==> src/verilog/rp_defines.svh <==
/*
 * widths and bus layout shared by all RTL files, single adc_clk domain
 * region field is 3 bits wide, so RP_REGIONS must stay at 8
 */
`ifndef RP_DEFINES_SVH
`define RP_DEFINES_SVH

// system bus
`define RP_BUS_W       32            // address and data width
`define RP_REGIONS     8             // regions on the system bus
`define RP_REGION_LSB  20            // region field is addr[22:20]

// fast analog edge
`define RP_ADC_W       14            // converter sample width
`define RP_ADC_PIN_W   16            // ADC pin bus, bits 1:0 unused

// slow digital i/o
`define RP_EXP_W       8             // expansion pins per row
`define RP_LED_W       8             // LED count

// housekeeping id word, read only
`define RP_HK_ID       32'h5250_0001

`endif

==> src/verilog/rp_pkg.sv <==
/*
 * shared types: bus regions, register offsets, sample format
 * offsets are byte addresses inside a region, word aligned
 */
`include "rp_defines.svh"

package rp_pkg;

  // bus region, addr[22:20]; codes 2..7 have no slave
  typedef enum logic [2:0] {
    REGION_HK     = 3'd0,
    REGION_ANALOG = 3'd1
  } region_e;

  // housekeeping block offsets
  typedef enum logic [7:0] {
    HK_ID        = 8'h00,   // read only
    HK_LOOP      = 8'h04,   // bit 0 = digital loopback
    HK_EXP_P_DIR = 8'h10,   // 1 = pin drives
    HK_EXP_N_DIR = 8'h14,
    HK_EXP_P_OUT = 8'h18,
    HK_EXP_N_OUT = 8'h1C,
    HK_EXP_P_IN  = 8'h20,   // read only
    HK_EXP_N_IN  = 8'h24,   // read only
    HK_LED       = 8'h30
  } hk_reg_e;

  // analog block offsets
  typedef enum logic [7:0] {
    AN_DAC_A = 8'h00,
    AN_DAC_B = 8'h04,
    AN_ADC_A = 8'h08,       // read only
    AN_ADC_B = 8'h0C        // read only
  } analog_reg_e;

  // two's complement converter sample
  typedef logic signed [`RP_ADC_W-1:0] sample_t;

endpackage

==> src/verilog/sys_bus_if.sv <==
/*
 * one system bus region between the decoder and a register block
 * strobes are single-cycle, no byte select, no back-pressure
 */
`include "rp_defines.svh"

interface sys_bus_if;

  logic [`RP_BUS_W-1:0] addr;   // word aligned, bits 1:0 zero
  logic [`RP_BUS_W-1:0] wdata;
  logic                 wen;    // write strobe, one cycle
  logic                 ren;    // read strobe, one cycle
  logic [`RP_BUS_W-1:0] rdata;  // valid with ack
  logic                 err;    // unmapped offset
  logic                 ack;    // one cycle after strobe

  modport decoder (
    output addr, wdata, wen, ren,
    input  rdata, err, ack
  );

  modport slave (
    input  addr, wdata, wen, ren,
    output rdata, err, ack
  );

endinterface

==> src/verilog/sys_bus_decoder.sv <==
/*
 * splits the bus into 8 regions on addr[22:20]; regions 2..7 answer
 * with zero data and no error one cycle after the strobe
 * slave responses land on the host 2 cycles after the strobe
 * host must hold off the next strobe until sys_ack_o
 */
`include "rp_defines.svh"

module sys_bus_decoder (
  input  logic                 adc_clk,
  input  logic                 rst_i,
  input  logic [`RP_BUS_W-1:0] sys_addr_i,
  input  logic [`RP_BUS_W-1:0] sys_wdata_i,
  input  logic                 sys_wen_i,
  input  logic                 sys_ren_i,
  output logic [`RP_BUS_W-1:0] sys_rdata_o,
  output logic                 sys_err_o,
  output logic                 sys_ack_o,
  sys_bus_if.decoder           hk_bus,
  sys_bus_if.decoder           analog_bus
);

  ////////////////////////////////////////////////////
  // region decode
  ////////////////////////////////////////////////////

  logic [`RP_BUS_W-1:0]  addr;
  rp_pkg::region_e       region;
  logic [`RP_REGIONS-1:0] sel;                  // one-hot region select
  logic                  strobe;

  assign addr   = {sys_addr_i[`RP_BUS_W-1:2], 2'b00};  // 32-bit words only
  assign region = rp_pkg::region_e'(addr[`RP_REGION_LSB +: $bits(rp_pkg::region_e)]);
  assign sel    = {{(`RP_REGIONS-1){1'b0}}, 1'b1} << region;
  assign strobe = sys_wen_i | sys_ren_i;

  // same address and data to both slaves, strobes gated per region
  assign hk_bus.addr      = addr;
  assign hk_bus.wdata     = sys_wdata_i;
  assign hk_bus.wen       = sys_wen_i & sel[rp_pkg::REGION_HK];
  assign hk_bus.ren       = sys_ren_i & sel[rp_pkg::REGION_HK];
  assign analog_bus.addr  = addr;
  assign analog_bus.wdata = sys_wdata_i;
  assign analog_bus.wen   = sys_wen_i & sel[rp_pkg::REGION_ANALOG];
  assign analog_bus.ren   = sys_ren_i & sel[rp_pkg::REGION_ANALOG];

  ////////////////////////////////////////////////////
  // per-region responses
  ////////////////////////////////////////////////////

  logic [`RP_BUS_W-1:0]   resp_rdata [`RP_REGIONS];
  logic [`RP_REGIONS-1:0] resp_ack;
  logic [`RP_REGIONS-1:0] resp_err;

  always_comb
  begin
    // empty regions: immediate ack, zero data
    for (int i = 0; i < `RP_REGIONS; i++)
    begin
      resp_rdata[i] = '0;
      resp_ack[i]   = strobe & sel[i];
      resp_err[i]   = 1'b0;
    end
    resp_rdata[rp_pkg::REGION_HK]     = hk_bus.rdata;
    resp_ack[rp_pkg::REGION_HK]       = hk_bus.ack;
    resp_err[rp_pkg::REGION_HK]       = hk_bus.err;
    resp_rdata[rp_pkg::REGION_ANALOG] = analog_bus.rdata;
    resp_ack[rp_pkg::REGION_ANALOG]   = analog_bus.ack;
    resp_err[rp_pkg::REGION_ANALOG]   = analog_bus.err;
  end

  ////////////////////////////////////////////////////
  // response registers
  ////////////////////////////////////////////////////

  logic [`RP_BUS_W-1:0]   rdata_q [`RP_REGIONS];
  logic [`RP_REGIONS-1:0] ack_q;
  logic [`RP_REGIONS-1:0] err_q;
  rp_pkg::region_e        region_q;             // region of the open request

  always_ff @(posedge adc_clk)
  begin
    if (rst_i)
    begin
      ack_q    <= '0;
      err_q    <= '0;
      region_q <= rp_pkg::REGION_HK;
    end
    else
    begin
      ack_q <= resp_ack;
      err_q <= resp_err;
      if (strobe)
        region_q <= region;                     // held until the next strobe
    end
  end

  always_ff @(posedge adc_clk)
  begin
    rdata_q <= resp_rdata;
  end

  // pick the answer of the requested region
  assign sys_rdata_o = rdata_q[region_q];
  assign sys_ack_o   = ack_q[region_q];
  assign sys_err_o   = err_q[region_q];

endmodule

==> src/verilog/housekeeping_regs.sv <==
/*
 * region 0: LEDs, digital loopback, expansion connector control
 * offset decode uses addr[7:0] only, higher bits alias
 * expansion inputs are sampled as is, no synchronizer in front
 */
`include "rp_defines.svh"

module housekeeping_regs (
  input  logic                adc_clk,
  input  logic                rst_i,
  sys_bus_if.slave            bus,
  input  logic [`RP_EXP_W-1:0] exp_p_dat_i,
  input  logic [`RP_EXP_W-1:0] exp_n_dat_i,
  output logic [`RP_LED_W-1:0] led_o,
  output logic [`RP_EXP_W-1:0] exp_p_dat_o,
  output logic [`RP_EXP_W-1:0] exp_n_dat_o,
  output logic [`RP_EXP_W-1:0] exp_p_dir_o,
  output logic [`RP_EXP_W-1:0] exp_n_dir_o,
  output logic                digital_loop_o
);

  rp_pkg::hk_reg_e      offset;
  logic                 hit;                    // offset is mapped
  logic [`RP_BUS_W-1:0] rd_val;

  assign offset = rp_pkg::hk_reg_e'(bus.addr[7:0]);

  ////////////////////////////////////////////////////
  // read mux
  ////////////////////////////////////////////////////

  always_comb
  begin
    hit    = 1'b1;
    rd_val = '0;
    case (offset)
      rp_pkg::HK_ID:        rd_val = `RP_HK_ID;
      rp_pkg::HK_LOOP:      rd_val[0] = digital_loop_o;
      rp_pkg::HK_EXP_P_DIR: rd_val[`RP_EXP_W-1:0] = exp_p_dir_o;
      rp_pkg::HK_EXP_N_DIR: rd_val[`RP_EXP_W-1:0] = exp_n_dir_o;
      rp_pkg::HK_EXP_P_OUT: rd_val[`RP_EXP_W-1:0] = exp_p_dat_o;
      rp_pkg::HK_EXP_N_OUT: rd_val[`RP_EXP_W-1:0] = exp_n_dat_o;
      rp_pkg::HK_EXP_P_IN:  rd_val[`RP_EXP_W-1:0] = exp_p_dat_i;  // pin level
      rp_pkg::HK_EXP_N_IN:  rd_val[`RP_EXP_W-1:0] = exp_n_dat_i;
      rp_pkg::HK_LED:       rd_val[`RP_LED_W-1:0] = led_o;
      default:              hit = 1'b0;          // err, zero data
    endcase
  end

  ////////////////////////////////////////////////////
  // control registers and response
  ////////////////////////////////////////////////////

  always_ff @(posedge adc_clk)
  begin
    if (rst_i)
    begin
      led_o          <= '0;
      exp_p_dat_o    <= '0;
      exp_n_dat_o    <= '0;
      exp_p_dir_o    <= '0;                     // all pins input
      exp_n_dir_o    <= '0;
      digital_loop_o <= 1'b0;
      bus.ack        <= 1'b0;
      bus.err        <= 1'b0;
    end
    else
    begin
      bus.ack <= bus.wen | bus.ren;
      bus.err <= (bus.wen | bus.ren) & ~hit;
      if (bus.wen)
      begin
        case (offset)
          rp_pkg::HK_LOOP:      digital_loop_o <= bus.wdata[0];
          rp_pkg::HK_EXP_P_DIR: exp_p_dir_o <= bus.wdata[`RP_EXP_W-1:0];
          rp_pkg::HK_EXP_N_DIR: exp_n_dir_o <= bus.wdata[`RP_EXP_W-1:0];
          rp_pkg::HK_EXP_P_OUT: exp_p_dat_o <= bus.wdata[`RP_EXP_W-1:0];
          rp_pkg::HK_EXP_N_OUT: exp_n_dat_o <= bus.wdata[`RP_EXP_W-1:0];
          rp_pkg::HK_LED:       led_o <= bus.wdata[`RP_LED_W-1:0];
          default:              ;               // read only or unmapped
        endcase
      end
    end
  end

  // read data follows every strobe
  always_ff @(posedge adc_clk)
  begin
    if (bus.wen | bus.ren)
      bus.rdata <= rd_val;
  end

endmodule

==> src/verilog/analog_regs.sv <==
/*
 * region 1: DAC level per channel, latest ADC sample per channel
 * samples read back sign-extended to 32 bits, DAC write takes wdata[13:0]
 * offset decode uses addr[7:0] only
 */
`include "rp_defines.svh"

module analog_regs (
  input  logic            adc_clk,
  input  logic            rst_i,
  sys_bus_if.slave        bus,
  input  rp_pkg::sample_t adc_a_i,
  input  rp_pkg::sample_t adc_b_i,
  output rp_pkg::sample_t dac_a_o,
  output rp_pkg::sample_t dac_b_o
);

  localparam int EXT_W = `RP_BUS_W - `RP_ADC_W;  // sign extension bits

  rp_pkg::analog_reg_e  offset;
  rp_pkg::sample_t      adc_a_q, adc_b_q;        // readback copies
  logic                 hit;
  logic [`RP_BUS_W-1:0] rd_val;

  assign offset = rp_pkg::analog_reg_e'(bus.addr[7:0]);

  // sample capture, every cycle
  always_ff @(posedge adc_clk)
  begin
    adc_a_q <= adc_a_i;
    adc_b_q <= adc_b_i;
  end

  always_comb
  begin
    hit    = 1'b1;
    rd_val = '0;
    case (offset)
      rp_pkg::AN_DAC_A: rd_val = {{EXT_W{dac_a_o[`RP_ADC_W-1]}}, dac_a_o};
      rp_pkg::AN_DAC_B: rd_val = {{EXT_W{dac_b_o[`RP_ADC_W-1]}}, dac_b_o};
      rp_pkg::AN_ADC_A: rd_val = {{EXT_W{adc_a_q[`RP_ADC_W-1]}}, adc_a_q};
      rp_pkg::AN_ADC_B: rd_val = {{EXT_W{adc_b_q[`RP_ADC_W-1]}}, adc_b_q};
      default:          hit = 1'b0;
    endcase
  end

  ////////////////////////////////////////////////////
  // DAC levels and response
  ////////////////////////////////////////////////////

  always_ff @(posedge adc_clk)
  begin
    if (rst_i)
    begin
      dac_a_o <= '0;                            // mid-scale on the pins
      dac_b_o <= '0;
      bus.ack <= 1'b0;
      bus.err <= 1'b0;
    end
    else
    begin
      bus.ack <= bus.wen | bus.ren;
      bus.err <= (bus.wen | bus.ren) & ~hit;
      if (bus.wen && offset == rp_pkg::AN_DAC_A)
        dac_a_o <= rp_pkg::sample_t'(bus.wdata[`RP_ADC_W-1:0]);
      if (bus.wen && offset == rp_pkg::AN_DAC_B)
        dac_b_o <= rp_pkg::sample_t'(bus.wdata[`RP_ADC_W-1:0]);
    end
  end

  always_ff @(posedge adc_clk)
  begin
    if (bus.wen | bus.ren)
      bus.rdata <= rd_val;
  end

endmodule

==> src/verilog/analog_io.sv <==
/*
 * ADC and DAC pin side; pins use a negative-slope offset code
 * ADC pin bits 1:0 are dropped, DAC pins come out as two plain buses
 * loopback replaces the ADC samples with the DAC levels
 */
`include "rp_defines.svh"

module analog_io (
  input  logic                    adc_clk,
  input  logic                    rst_i,
  input  logic [`RP_ADC_PIN_W-1:0] adc_dat_a_i,
  input  logic [`RP_ADC_PIN_W-1:0] adc_dat_b_i,
  input  logic                    digital_loop_i,
  input  rp_pkg::sample_t         dac_a_i,
  input  rp_pkg::sample_t         dac_b_i,
  output rp_pkg::sample_t         adc_a_o,
  output rp_pkg::sample_t         adc_b_o,
  output logic [`RP_ADC_W-1:0]    dac_dat_a_o,
  output logic [`RP_ADC_W-1:0]    dac_dat_b_o
);

  logic [`RP_ADC_W-1:0] adc_a_q, adc_b_q;       // raw pin code

  // input registers, top 14 pin bits
  always_ff @(posedge adc_clk)
  begin
    adc_a_q <= adc_dat_a_i[`RP_ADC_PIN_W-1 -: `RP_ADC_W];
    adc_b_q <= adc_dat_b_i[`RP_ADC_PIN_W-1 -: `RP_ADC_W];
  end

  // neg-slope code to two's complement, keep msb, flip the rest
  assign adc_a_o = digital_loop_i ? dac_a_i :
                   rp_pkg::sample_t'({adc_a_q[`RP_ADC_W-1], ~adc_a_q[`RP_ADC_W-2:0]});
  assign adc_b_o = digital_loop_i ? dac_b_i :
                   rp_pkg::sample_t'({adc_b_q[`RP_ADC_W-1], ~adc_b_q[`RP_ADC_W-2:0]});

  // DAC output registers, same mapping back to pin code
  always_ff @(posedge adc_clk)
  begin
    if (rst_i)
    begin
      dac_dat_a_o <= {1'b0, {(`RP_ADC_W-1){1'b1}}};  // level 0, mid-scale
      dac_dat_b_o <= {1'b0, {(`RP_ADC_W-1){1'b1}}};
    end
    else
    begin
      dac_dat_a_o <= {dac_a_i[`RP_ADC_W-1], ~dac_a_i[`RP_ADC_W-2:0]};
      dac_dat_b_o <= {dac_b_i[`RP_ADC_W-1], ~dac_b_i[`RP_ADC_W-2:0]};
    end
  end

endmodule

==> src/verilog/rp_top.sv <==
/*
 * fast analog edge plus register bus, everything on adc_clk
 * expansion pins come as separate in, out and direction buses
 * bus host must follow the single-strobe, wait-for-ack rule
 */
`include "rp_defines.svh"

module rp_top (
  input  logic                    adc_clk,
  input  logic                    rst_i,
  // system bus
  input  logic [`RP_BUS_W-1:0]    sys_addr_i,
  input  logic [`RP_BUS_W-1:0]    sys_wdata_i,
  input  logic                    sys_wen_i,
  input  logic                    sys_ren_i,
  output logic [`RP_BUS_W-1:0]    sys_rdata_o,
  output logic                    sys_err_o,
  output logic                    sys_ack_o,
  // converters
  input  logic [`RP_ADC_PIN_W-1:0] adc_dat_a_i,
  input  logic [`RP_ADC_PIN_W-1:0] adc_dat_b_i,
  output logic [`RP_ADC_W-1:0]    dac_dat_a_o,
  output logic [`RP_ADC_W-1:0]    dac_dat_b_o,
  // expansion connector and LEDs
  input  logic [`RP_EXP_W-1:0]    exp_p_dat_i,
  input  logic [`RP_EXP_W-1:0]    exp_n_dat_i,
  output logic [`RP_EXP_W-1:0]    exp_p_dat_o,
  output logic [`RP_EXP_W-1:0]    exp_n_dat_o,
  output logic [`RP_EXP_W-1:0]    exp_p_dir_o,  // 1 = drive pin
  output logic [`RP_EXP_W-1:0]    exp_n_dir_o,
  output logic [`RP_LED_W-1:0]    led_o
);

  sys_bus_if hk_bus ();                         // region 0
  sys_bus_if analog_bus ();                     // region 1

  logic            digital_loop;
  rp_pkg::sample_t adc_a, adc_b;                // converted samples
  rp_pkg::sample_t dac_a, dac_b;                // DAC levels

  sys_bus_decoder sys_bus_decoder_inst (
    .adc_clk     (adc_clk),
    .rst_i       (rst_i),
    .sys_addr_i  (sys_addr_i),
    .sys_wdata_i (sys_wdata_i),
    .sys_wen_i   (sys_wen_i),
    .sys_ren_i   (sys_ren_i),
    .sys_rdata_o (sys_rdata_o),
    .sys_err_o   (sys_err_o),
    .sys_ack_o   (sys_ack_o),
    .hk_bus      (hk_bus.decoder),
    .analog_bus  (analog_bus.decoder)
  );

  housekeeping_regs housekeeping_regs_inst (
    .adc_clk        (adc_clk),
    .rst_i          (rst_i),
    .bus            (hk_bus.slave),
    .exp_p_dat_i    (exp_p_dat_i),
    .exp_n_dat_i    (exp_n_dat_i),
    .led_o          (led_o),
    .exp_p_dat_o    (exp_p_dat_o),
    .exp_n_dat_o    (exp_n_dat_o),
    .exp_p_dir_o    (exp_p_dir_o),
    .exp_n_dir_o    (exp_n_dir_o),
    .digital_loop_o (digital_loop)
  );

  analog_regs analog_regs_inst (
    .adc_clk (adc_clk),
    .rst_i   (rst_i),
    .bus     (analog_bus.slave),
    .adc_a_i (adc_a),
    .adc_b_i (adc_b),
    .dac_a_o (dac_a),
    .dac_b_o (dac_b)
  );

  analog_io analog_io_inst (
    .adc_clk        (adc_clk),
    .rst_i          (rst_i),
    .adc_dat_a_i    (adc_dat_a_i),
    .adc_dat_b_i    (adc_dat_b_i),
    .digital_loop_i (digital_loop),
    .dac_a_i        (dac_a),
    .dac_b_i        (dac_b),
    .adc_a_o        (adc_a),
    .adc_b_o        (adc_b),
    .dac_dat_a_o    (dac_dat_a_o),
    .dac_dat_b_o    (dac_dat_b_o)
  );

endmodule

==> config.mk <==
export PLATFORM = sky130hd
export DESIGN_NAME = rp_top
export DESIGN_NICKNAME = d
export VERILOG_FILES = /design/src/verilog/rp_pkg.sv /design/src/verilog/sys_bus_if.sv /design/src/verilog/sys_bus_decoder.sv /design/src/verilog/housekeeping_regs.sv /design/src/verilog/analog_regs.sv /design/src/verilog/analog_io.sv /design/src/verilog/rp_top.sv
export VERILOG_INCLUDE_DIRS = /design/src /design/src/verilog
export SDC_FILE = /design/constraint.sdc
export NUM_CORES = 1
export LEC_CHECK = 0
export BUFFER_PORTS_ARGS = -buffer_cell sky130_fd_sc_hd__buf_2
export CAP_MARGIN = 20
export CORE_ASPECT_RATIO = 2
export CORE_MARGIN = 1.5
export CORE_UTILIZATION = 45
export CTS_CLUSTER_SIZE = 20
export DETAILED_ROUTE_END_ITERATION = 12
export HOLD_SLACK_MARGIN = 0.15
export PLACE_DENSITY = 0.71
export SETUP_SLACK_MARGIN = 0.1
export SLEW_MARGIN = 30
export SYNTH_ARGS = -nofsm -noshare
export SYNTH_HDL_FRONTEND = slang
export SYNTH_SLANG_ARGS = --single-unit
export TNS_END_PERCENT = 50
==> constraint.sdc <==
create_clock -name adc_clk -period 4 [get_ports adc_clk]
set_clock_uncertainty 0.15 [all_clocks]
set_input_delay 0.4 -clock adc_clk [delete_from_list [all_inputs] [get_ports adc_clk]]
set_output_delay 0.4 -clock adc_clk [all_outputs]
set_load 0.1 [all_outputs]
**After elaboration in Yosys (flattened, before gate mapping)**

Cells that the tools add are included.

- Logic and storage cells: 87
- Bits in registers: 304
- Input bits: 116

- Equality and inequality tests: 10
- Reduce and logical (&&, ||, !) cells: 11
- $lt $le $gt $ge: 2
- Bitwise gates (word level): 22
- Shifts and indexed selects: 1
- Multiplexer cells: 15

Operator list:

| kind | count |
|---|---|
| $pmux 32 s4 | 1 |
| $bmux 32 s3 | 1 |
| $mux 32 | 2 |
| $not 13->13 | 4 |
| $pmux 7 s7 | 1 |
| $mux 14 | 2 |
| $eq 6x3->1 const B | 4 |
| $mux 23 | 1 |
| $eq 6x4->1 const B | 3 |
| $and 1x1->1 | 12 |
| $eq 6x2->1 const B | 2 |
| $reduce_and 2->1 | 6 |
| $pmux 1 s9 | 1 |
| $reduce_or 9->1 | 1 |
| $logic_not 8->1 | 1 |
| $shl 1x3->8 const A | 1 |
| $bmux 1 s3 | 2 |
| $eq 6x1->1 const B | 1 |
| $ge 4x4->1 const B | 1 |
| $lt 3x4->1 const B | 1 |
| $mux 1 | 4 |
| $not 3->4 | 1 |
| $reduce_or 4->1 | 1 |
| $or 1x1->1 | 3 |
| 2 further kinds | 4 |

**Depth between registers and ports, before layout**

Gate-level depths: netlist (run 1).

- Depth after elaboration: 5
- Depth in mapped cells: 7
- Mapped depth without buffers: 4

**Modules after synthesis**

Synthesis (run 1) repeated with hierarchy kept, for this count alone.

- Cell total of the unflattened synthesis: 971
- Area, all modules: 10446.3 um^2

Modules (own cells, without submodules):

| module | cells each | seq. area each (um^2) | area each (um^2) | times used |
|---|---|---|---|---|
| sys_bus_decoder | 314 | 1541.5 | 3226.8 | 1 |
| analog_regs | 241 | 1581.5 | 2889.0 | 1 |
| housekeeping_regs | 272 | 1131.1 | 2601.2 | 1 |
| analog_io | 144 | 1121.1 | 1729.2 | 1 |

**Worst setup path before layout (run 1)**

No wires, ideal clock.

- Path kind: reg2out
- Start: register sys_bus_decoder_inst.region_q[0]
- End: output sys_rdata_o[22]
- Data required time: 3.450 ns
- Slack: 0.628 ns
- Stages on the path, launching flop included: 6
- Buffers on the path: 3
- Data arrival time: 2.822 ns
- Cell sequence: dfxtp_1 -> buf_2 -> clkbuf_1 -> mux2i_1 -> nor2_1 -> buf_4

- Longest elaborated chain between the ends: 4

RTL lines:

| item | line | source |
|---|---|---|
| start: declaration | sys_bus_decoder.sv:79 | `rp_pkg::region_e region_q;` |
| start signal: assignment | sys_bus_decoder.sv:87 | `region_q <= rp_pkg::REGION_HK;` |
| start signal: assignment | sys_bus_decoder.sv:94 | `region_q <= region;` |
| $not 3->4 (implied by the code) | sys_bus_decoder.sv:104 | `assign sys_rdata_o = rdata_q[region_q];` |
| $bmux 32 s3 | sys_bus_decoder.sv:104 |  |
| $mux 32 (implied by the code) (2 in a row) | sys_bus_decoder.sv:104 |  |
| end: declaration | rp_top.sv:16 | `` output logic [`RP_BUS_W-1:0] sys_rdata_o, `` |

Every way passes these cells. The select of a mux whose other input is x is not followed.

**Worst setup path after layout (run 1)**

- Start: register sys_bus_decoder_inst.region_q[1]
- End: output sys_rdata_o[31]

The elaborated chain is that of the path after synthesis.

==> results.py, run 1 <==
metrics = {
    "placement": {
        "port-buffer-count": 172,
        "dp_hpwl_um": 12700,
        "place_area_mm2": 0.00834,
        "gp_congestion": 0.831,
        "dp_worst_setup_slack_ps": 1400,
    },
    "drt": {
        "wl_per_cell_um": 16.3,
        "wirelength_um": 18300,
        "drt-vias-per-instance": 5.05,
        "drtIter0Drc": 358,
        "ant_nets": 0,
        "drc_errors": 0,
        "route.vias.total": 5655,
        "first_pass_iters": 5,
    },
    "power": {
        "power.leakage_nw": 4.08,
        "power_frac_comb_pct": 9.2,
        "clockPowerShare_pct": 39.4,
        "switching_share_pct": 24.6,
        "ir_worst_vdd_mv": 0.359,
        "switchingPower_mw": 1.08,
        "seqPwrFrac_pct": 51.3,
        "p_int_mw": 3.31,
        "powerDensity_mw_per_mm2": 460,
    },
    "yosys": {
        "yosys_warnings": 0,
        "yosysSeqAreaShare_pct": 60.8,
        "synth_top_area_share_pct": 51.6,
        "synth.most_common_cell": "dfxtp_1",
        "synthCells": 703,
        "synth-seq-cells": 216,
        "syn_area_per_cell_um2": 10.7,
        "syn_nets": 819,
        "synth.distinct_cells": 42,
        "async_reset_ff_share_pct": 0,
        "synth_top_family_by_area": "simple AND/OR/NAND/NOR gates",
        "synth_common_cells": "dfxtp_1 (193), nand2_1 (98), nor2_1 (79)",
        "syn_area_mm2": 0.00749,
        "synth_edf_count": 23,
        "synth_simple_gate_area_share_pct": 16.7,
        "synthAdderAreaFrac_pct": 0,
        "synth_xor_area_share_pct": 0,
        "synth_area_leaders": "dfxtp_1 (52%), edfxtp_1 (9.2%), mux2i_1 (5.6%)",
        "synth_compound_area_share_pct": 9.03,
        "synth_top_area_cell": "dfxtp_1",
        "synthMuxAreaShare_pct": 9.07,
        "ys.flop_type": "dfxtp_1",
    },
    "layout": {
        "design_area_mm2": 0.00955,
        "multi_input_area_mm2": 0.00262,
        "largest_register_ffs": 23,
        "finalNetCount": 1019,
        "register_area_mm2": 0.00455,
        "drive_gt1_share_pct": 25.7,
        "fin_util_pct": 58.7,
        "fill_cells": 1385,
        "area_growth_pct": 27.4,
        "top_register": "sys_bus_decoder_inst.rdata_q",
        "antenna_cells": 0,
    },
    "global_routing": {
        "track_usage_pct": 20.7,
        "grt_overflow": 0,
        "grt_pass1_wl_um": 28000,
        "antenna_found_initial": 0,
        "grt_max_degree": 66,
        "grt_pass1_vias": 5347,
    },
    "setup_path": {
        "crit_family": "simple AND/OR/NAND/NOR gates",
        "crit_chain": "nor2_1, and3_1, buf_2",
        "worstPathRequired_ps": 3450,
        "regToRegSetupSlack_ps": 2190,
        "end_kind": "output port",
        "critPathLaunchType": "register",
        "reg2regPathDepth": 3,
        "slowest_delay_ps": 490,
        "cp.arrival_ps": 2140,
        "critPathBufInv": 1,
        "r2r_end": "housekeeping_regs_inst.bus.rdata[2]",
        "crit_slowest_cell": "buf_2",
        "r2r_start": "housekeeping_regs_inst.led_o[2]",
        "path_class": "register to output port",
        "crit_fanout": 14,
    },
    "sta": {
        "rsz0062_at_grt": "false",
        "setup_violations": 0,
        "tightestPinTransition_ps": 850,
        "fmax_mhz": 372,
        "timing.slew.headroom_pct": 43.3,
        "hold_ws_ps": 175,
        "final_hold_viol_count": 0,
        "min_period_ps": 2690,
        "tns_ps": 0,
        "fin_crit_sh_pct": 67.1,
        "final-max-slew-violation-count": 0,
        "setup_ws_ps": 1310,
    },
    "clock_tree": {
        "path_clk_slew_ps": 60,
        "numCtsBuffers": 19,
        "postCtsSetupBuffers": 0,
        "holdBufCountCts": 62,
        "clockBufferDepth": 3,
        "cts_resized": 0,
        "ctsRootBufferMaster": "clkbuf_16",
        "clock_latency_ps": 480,
        "h-tree-depth": 1,
        "cts_sinks": 216,
        "cts_tree": "yes",
    },
    "floorplanning": {
        "die_w_um": 94.3,
        "die-area_mm2": 0.0175,
        "die_h_um": 186,
        "core_area_mm2": 0.0163,
        "ios": 218,
        "num_rows": 66,
        "initial_core_util_pct": 46.1,
    },
    "worst_hold_path": {
        "hold_path_depth": 3,
        "hold_start": "sys_wen_i",
        "min_to": "sys_bus_decoder_inst.region_q[2]",
        "min_path_type": "input port to register",
    },
    "run_status": {
        "status": "finished clean",
    },
    "flow_run": {
        "maxCapViolCount": 0,
    },
}
-- final cells by class --
type                    instances  area share (%)
repair buffers                239            15.9
multi-input cells             425            27.5
flip-flops and latches        216            47.7
clock inverters                 6           0.433
inverters                       2          0.0786
well taps                     204            2.67
clock buffers                  27            5.72
-- how the worst max path moves through the flow --
stage	start	end	slack, ps	cells past startpoint
global placement	sys_addr_i[2]	housekeeping_regs_inst.bus.rdata[7]	1410	5
CTS	sys_bus_decoder_inst.region_q[1]	sys_rdata_o[31]	1220	3
global route	sys_bus_decoder_inst.region_q[1]	sys_rdata_o[21]	1090	3
floorplan	sys_bus_decoder_inst.region_q[0]	sys_rdata_o[22]	630	5
detailed placement	sys_addr_i[2]	housekeeping_regs_inst.bus.rdata[5]	1400	5
finish	sys_bus_decoder_inst.region_q[1]	sys_rdata_o[31]	1310	3
-- stage by stage --
stage / cells / power, mW
finish: 1119 / 4.39
global route: 1119 / 4.53
CTS: 1119 / 4.41
detailed placement: 1024 / 2.66
global placement: 1024 / 2.66
floorplan: 703 / 2.58
-- worst register-to-register path: stages (launching register included) --
cell	delay, ps
dfxtp_1	340
a222oi_1	360
dlygate4sd3_1	610
nand2_1	80
-- routing by layer --
layer	track usage [%]	share of wire, %
met1	23.2	38
met2	39.2	55
met3	2.61	4.3
met4	7.16	2.7
met5	0	0
-- layout by cell type, fill, tap and decap left out, types with 2 or more instances in the layout --
cell type	count
buf_2	172
clkbuf_8	4
nor2_2	3
mux4_2	10
o21ai_0	3
clkbuf_16	19
nand3_1	11
clkinv_2	2
mux2i_1	42
a22oi_1	32
dlygate4sd3_1	62
a21oi_1	68
nor3_4	3
clkbuf_1	4
nor2_1	79
nor3_1	3
mux2_2	3
nor2b_1	7
dfxtp_1	193
nand2b_1	29
edfxtp_1	23
a31oi_1	2
buf_4	5
nand2_1	98
and3_1	9
a222oi_1	6
nand3_2	2
-- cell families (layout without fill, tap and decap cells) --
kind of cell	Yosys count	in the layout
compound gates	112	112
buf+inv	62	274
flops	216	216
mux	55	55
simple gates	258	258
-- power groups by stage --
| stage | registers [mW] | logic (mW) | clock network [mW] |
|---|---|---|---|
| after floorplan | 2.30 | 0.282 | 0 |
| after global placement | 2.30 | 0.358 | 0 |
| after detailed placement | 2.30 | 0.361 | 0 |
| after CTS | 2.25 | 0.405 | 1.76 |
| after global routing | 2.26 | 0.425 | 1.85 |
| final | 2.25 | 0.405 | 1.73 |
No activity file was read; power rests on OpenSTA's default activity.
==> run 2, diff against run 1 <==
--- a/config.mk
+++ b/config.mk
@@ -6,6 +6,7 @@
 export SDC_FILE = /design/constraint.sdc
 export NUM_CORES = 1
 export LEC_CHECK = 0
+export ABC_AREA = 1
 export BUFFER_PORTS_ARGS = -buffer_cell sky130_fd_sc_hd__buf_2
 export CAP_MARGIN = 20
 export CORE_ASPECT_RATIO = 2
@@ -14,7 +15,7 @@
 export CTS_CLUSTER_SIZE = 20
 export DETAILED_ROUTE_END_ITERATION = 12
 export HOLD_SLACK_MARGIN = 0.15
-export PLACE_DENSITY = 0.71
+export PLACE_DENSITY = 0.73
 export SETUP_SLACK_MARGIN = 0.1
 export SLEW_MARGIN = 30
 export SYNTH_ARGS = -nofsm -noshare
==> constraint.sdc (replaced) <==
create_clock -name adc_clk -period 2.45 [get_ports adc_clk]
set_clock_uncertainty 0.15 [all_clocks]
set_input_delay 0.245 -clock adc_clk [delete_from_list [all_inputs] [get_ports adc_clk]]
set_output_delay 0.245 -clock adc_clk [all_outputs]
set_load 0.1 [all_outputs]
==> run 2 against run 1 <==
  * Sequential cell count stayed put
  * Count of clock-buffer cells in the layout is 3 lower
  * Largest cell class unchanged
  * Highest routed layer unchanged
  * Critical path depth is 2 higher
  * First-iteration DRC count is 11% lower
==> results.py, run 2 <==
metrics = {
    "floorplanning": {
        "initial_core_util_pct": 46.0,
        "ios": 218,
        "die_w_um": 95.3,
        "die-area_mm2": 0.0179,
        "num_rows": 67,
        "die_h_um": 188,
        "core_area_mm2": 0.0167,
    },
    "power": {
        "switching_share_pct": 25.1,
        "switchingPower_mw": 1.93,
        "clockPowerShare_pct": 40.5,
        "power_frac_comb_pct": 11.7,
        "ir_worst_vdd_mv": 0.872,
        "seqPwrFrac_pct": 47.8,
        "p_int_mw": 5.76,
        "p_total_mw": 7.69,
        "power.leakage_nw": 4.62,
        "powerDensity_mw_per_mm2": 734,
    },
    "sta": {
        "hold_ws_ps": 157,
        "final_hold_viol_count": 0,
        "tightestPinTransition_ps": 568,
        "setup_violations": 0,
        "tns_ps": 0,
        "timing.slew.headroom_pct": 62.1,
        "fin_crit_sh_pct": 91.1,
        "fmax_mhz": 448,
        "min_period_ps": 2230,
        "setup_ws_ps": 218,
        "rsz0062_at_grt": "false",
        "final-max-slew-violation-count": 0,
    },
    "yosys": {
        "syn_nets": 1023,
        "synth_top_area_cell": "dfxtp_1",
        "syn_area_per_cell_um2": 8.46,
        "synthCells": 907,
        "synth_area_leaders": "dfxtp_1 (50%), nor2_1 (9.6%), nand2_1 (9.4%)",
        "syn_area_mm2": 0.00767,
        "synth.distinct_cells": 32,
        "synth.most_common_cell": "nor2_1",
        "yosysSeqAreaShare_pct": 59.4,
        "synth_edf_count": 23,
        "yosys_warnings": 0,
        "ys.flop_type": "dfxtp_1",
        "synth_top_area_share_pct": 50.4,
        "async_reset_ff_share_pct": 0,
        "synth_common_cells": "nor2_1 (197), dfxtp_1 (193), nand2_1 (192)",
        "synth-seq-cells": 216,
    },
    "drt": {
        "drt-vias-per-instance": 4.97,
        "route.vias.total": 6771,
        "drtIter0Drc": 320,
        "drc_errors": 0,
        "wirelength_um": 21600,
        "first_pass_iters": 5,
        "met3_length_um": 1040,
        "wl_per_cell_um": 15.9,
        "m1WireLength_um": 7370,
        "routed-wl-met2_um": 11800,
        "dr.max_layer_used": "met4",
        "ant_nets": 0,
    },
    "layout": {
        "register_area_mm2": 0.00456,
        "final_cell_mix": "nor2_1 (195), nand2_1 (192), dfxtp_1 (192)",
        "layout_commonest_cell": "nor2_1",
        "largest_register_ffs": 23,
        "fin_cells": 1363,
        "drive_gt1_share_pct": 23.5,
        "antenna_cells": 0,
        "finalNetCount": 1259,
        "multi_input_area_mm2": 0.00268,
        "area_growth_pct": 36.5,
        "fill_cells": 1393,
        "top_register": "sys_bus_decoder_inst.rdata_q",
    },
    "global_routing": {
        "grt_overflow": 0,
        "track_usage_pct": 24.1,
        "grt_pass1_vias": 6392,
        "grt_pass1_wl_um": 32800,
        "antenna_found_initial": 0,
        "grt_max_degree": 91,
    },
    "setup_path": {
        "crit_fanout": 11,
        "end_kind": "output port",
        "critPathLaunchType": "register",
        "worstPathRequired_ps": 2060,
        "path_class": "register to output port",
        "cp.arrival_ps": 1840,
    },
    "placement": {
        "port-buffer-count": 172,
        "dp_worst_setup_slack_ps": 536,
        "dp_hpwl_um": 15000,
        "gp_congestion": 0.922,
        "place_inst": 1250,
    },
    "clock_tree": {
        "path_clk_slew_ps": 70,
        "numCtsBuffers": 19,
        "clock_latency_ps": 490,
        "cts_sinks": 216,
        "clockBufferDepth": 3,
        "cts_tree": "yes",
        "ctsRootBufferMaster": "clkbuf_16",
        "h-tree-depth": 1,
    },
    "run_status": {
        "status": "finished clean",
    },
    "flow_run": {
        "maxCapViolCount": 0,
    },
    "worst_hold_path": {
        "min_path_type": "input port to register",
    },
}
[run 2: final cells by class]
type                       count  area share [%]
sequential                   216            43.5
multi-input combinational    591            25.6
timing repair buffer         263            20.3
tap                          207            2.47
clock buffer                  24            5.19
inverter                      52            1.97
clock inverter                10            1.07
[run 2: kinds of logic after synthesis]
family	count (synthesis)	synth area share, %
buf+inv	100	6.08
compound gates	118	7.86
simple gates	473	26.7
flops	216	59.4
[run 2: per-stage QoR]
step / util [%] / area [um^2]
final: 62.8 / 10500
after global routing: 62.8 / 10500
after global placement: 54.1 / 9030
after floorplan: - / 7710
after detailed placement: 54.1 / 9030
after CTS: 62.4 / 10400
[run 2: per-layer routing]
| metal | up-vias | GRT usage, % |
|---|---|---|
| met1 | 3120 | 24.9 |
| met3 | 63 | 2.96 |
| met5 | - | 0 |
| met2 | 229 | 44.0 |
| met4 | 0 | 14.7 |
| li1 | 3359 | - |
[run 2: critical path, cell delays in order, from the launching register on]
cell	delay, ps
dfxtp_1	350
nor2_1	160
buf_4	180
o21ai_0	110
nor2_1	110
buf_2	430
[run 2: final timing paths]
check	cells after the start	to	slack, ps	from
worst max-delay path	5	sys_rdata_o[2]	220	sys_bus_decoder_inst.region_q[1]
worst min-delay path	6	housekeeping_regs_inst.bus.err	160	sys_addr_i[4]
worst max register to register	5	housekeeping_regs_inst.bus.rdata[5]	810	housekeeping_regs_inst.led_o[5]
worst min register to register	0	sys_bus_decoder_inst.rdata_q[230]	190	housekeeping_regs_inst.bus.rdata[6]
[run 2: power by group through the flow]
stage                     Sequential, mW  Combinational [mW]  Clock [mW]
after floorplan                     3.75               0.536           0
final                               3.67               0.902        3.11
after CTS                           3.67               0.889        3.15
after detailed placement            3.75               0.807           0
after global placement              3.75               0.801           0
after global routing                3.68               0.944        3.28
[run 2: what timing repair did]
action | CTS | global route
hold buffers | 71 | 0
gates resized for setup | 1 | 5
endpoints found under the setup margin | 14 | 27
hold endpoints to repair | 129 | 0
setup buffers | 0 | 8
pin swaps | 0 | 3
==> run 3, diff against run 2 <==
--- a/config.mk
+++ b/config.mk
@@ -12,11 +12,11 @@
 export CORE_ASPECT_RATIO = 2
 export CORE_MARGIN = 1.5
 export CORE_UTILIZATION = 45
+export CTS_BUF_LIST = sky130_fd_sc_hd__clkbuf_8
 export CTS_CLUSTER_SIZE = 20
 export DETAILED_ROUTE_END_ITERATION = 12
 export HOLD_SLACK_MARGIN = 0.15
 export PLACE_DENSITY = 0.73
-export SETUP_SLACK_MARGIN = 0.1
 export SLEW_MARGIN = 30
 export SYNTH_ARGS = -nofsm -noshare
 export SYNTH_HDL_FRONTEND = slang
==> run 3 against run 2 <==
  * Maximum frequency down 3.8%
  * Sequential power about the same
  * Clock power shrank 24%
  * Largest power group unchanged
  * Largest cell class unchanged
==> results.py, run 3 (same netlist as run 2, synthesis figures left out) <==
metrics = {
    "run_status": {
        "status": "finished clean",
    },
    "layout": {
        "fin_cells": 1382,
        "largest_register_ffs": 23,
        "register_area_mm2": 0.00456,
        "drive_gt1_share_pct": 22.8,
        "design_area_mm2": 0.0104,
        "area_growth_pct": 34.9,
        "final_cell_mix": "nor2_1 (195), nand2_1 (192), dfxtp_1 (192)",
        "top_register": "sys_bus_decoder_inst.rdata_q",
        "multi_input_area_mm2": 0.00269,
        "fin_util_pct": 62.0,
        "fill_cells": 1409,
        "layout_commonest_cell": "nor2_1",
        "finalNetCount": 1271,
    },
    "sta": {
        "fin_crit_sh_pct": 94.7,
        "rsz0062_at_grt": "false",
        "final-max-slew-violation-count": 0,
        "min_period_ps": 2320,
        "final_hold_viol_count": 0,
        "fmax_mhz": 431,
        "tightestPinTransition_ps": 522,
        "hold_ws_ps": 174,
        "setup_ws_ps": 131,
        "timing.slew.headroom_pct": 65.1,
        "setup_violations": 0,
    },
    "floorplanning": {
        "die-area_mm2": 0.0179,
        "ios": 218,
        "initial_core_util_pct": 46.0,
        "core_area_mm2": 0.0167,
        "die_h_um": 188,
        "die_w_um": 95.3,
        "num_rows": 67,
    },
    "power": {
        "switching_share_pct": 26.8,
        "switchingPower_mw": 1.86,
        "p_int_mw": 5.09,
        "power.leakage_nw": 4.61,
        "power_frac_comb_pct": 13.1,
        "ir_worst_vdd_mv": 0.549,
        "clockPowerShare_pct": 34.1,
        "powerDensity_mw_per_mm2": 672,
        "seqPwrFrac_pct": 52.8,
    },
    "drt": {
        "drc_errors": 0,
        "wl_per_cell_um": 15.7,
        "drtIter0Drc": 316,
        "wirelength_um": 21700,
        "drt-vias-per-instance": 4.92,
        "ant_nets": 0,
        "first_pass_iters": 4,
        "route.vias.total": 6805,
    },
    "placement": {
        "dp_worst_setup_slack_ps": 564,
        "place_inst": 1251,
        "place_area_mm2": 0.00904,
        "port-buffer-count": 172,
        "gp_congestion": 0.940,
        "dp_hpwl_um": 15000,
    },
    "setup_path": {
        "cp-endpoint": "sys_rdata_o[29]",
        "reg2regPathDepth": 5,
        "crit_slowest_cell": "dfxtp_1",
        "worstPathRequired_ps": 2060,
        "crit_chain": "nor2_1, nand2_1, nor2_4, buf_6, buf_12",
        "r2r_end": "housekeeping_regs_inst.bus.rdata[0]",
        "startpoint": "sys_bus_decoder_inst.region_q[1]",
        "regToRegSetupSlack_ps": 820,
        "slowest_delay_ps": 350,
        "path_class": "register to output port",
        "crit_fanout": 14,
        "r2r_start": "housekeeping_regs_inst.exp_p_dir_o[0]",
        "cp.arrival_ps": 1920,
        "critPathLaunchType": "register",
        "end_kind": "output port",
    },
    "global_routing": {
        "grt_pass1_wl_um": 32900,
        "track_usage_pct": 24.2,
        "grt_overflow": 0,
        "grt_pass1_vias": 6513,
        "grt_max_degree": 90,
        "antenna_found_initial": 1,
    },
    "worst_hold_path": {
        "hold_path_depth": 2,
        "min_path_type": "input port to register",
        "hold_start": "adc_dat_a_i[10]",
    },
    "clock_tree": {
        "clockBufferDepth": 3,
        "cts_sinks": 216,
        "numCtsBuffers": 27,
        "ctsRootBufferMaster": "clkbuf_8",
        "h-tree-depth": 1,
        "path_clk_slew_ps": 70,
        "clock_latency_ps": 550,
        "cts_tree": "yes",
    },
    "flow_run": {
        "maxCapViolCount": 0,
    },
}
[run 3: cell types whose count changed in the layout (fill, tap and decap cells not counted), moves of 2 or more]
cell and change:
clkbuf_8 +25, dlygate4sd3_1 +7, inv_4 -2, nor2_2 +2, buf_4 -5, bufinv_16 -2, clkbuf_16 -19, inv_6 -2
inv_1 +15
[run 3: what timing repair did]
item,CTS,global route
buffers inserted,0,2
hold buffers,78,1
endpoints found under the hold margin,153,1
setup endpoints to repair,0,55
gates resized for setup,0,3
[run 3: metrics by stage]
step / power [mW] / setup TNS (ps)
2_1_floorplan: 4.28 / -345
6_report: 6.95 / 0
5_1_grt: 7.19 / 0
3_5_place_dp: 4.56 / 0
3_3_place_gp: 4.55 / 0
4_1_cts: 6.98 / 0
[run 3: critical path, delay by kind of cell, from the launching register on]
| family | cells | cell delay, ps |
|---|---|---|
| buffers and inverters | 2 | 510 |
| and+or+nand+nor | 3 | 500 |
| DFF | 1 | 350 |
[run 3: power by group through the flow]
stage	clock (mW)	combinational [mW]	sequential, mW
6_report	2.37	0.910	3.67
5_1_grt	2.56	0.954	3.68
3_5_place_dp	0	0.809	3.75
2_1_floorplan	0	0.534	3.75
4_1_cts	2.41	0.902	3.67
3_3_place_gp	0	0.803	3.75
[run 3: routing by layer]
| layer | global-route usage, % | part of all wire (%) |
|---|---|---|
| met1 | 23.8 | 33 |
| met2 | 45.4 | 56 |
| met3 | 3.08 | 5.1 |
| met4 | 15.4 | 6.4 |
| met5 | 0 | 0 |
[run 3: area by class of cell]
cell class / instances / share of cell area, %
clock inverter: 18 / 0.762
inverter: 52 / 1.99
clock buffer: 30 / 3.99
multi-input combinational: 593 / 26.0
antenna: 1 / 0.0242
sequential: 216 / 44.0
timing repair buffer: 265 / 20.7
tap: 207 / 2.50
[run 3: worst min-delay path by stage]
stage / end / slack [ps]
after global routing: analog_io_inst.adc_b_q[13] / 160
final: analog_io_inst.adc_a_q[8] / 170
after floorplan: analog_io_inst.adc_a_q[0] / 120
after detailed placement: sys_bus_decoder_inst.rdata_q[195] / 180
after global placement: sys_bus_decoder_inst.rdata_q[228] / 170
after CTS: analog_io_inst.adc_a_q[5] / 150
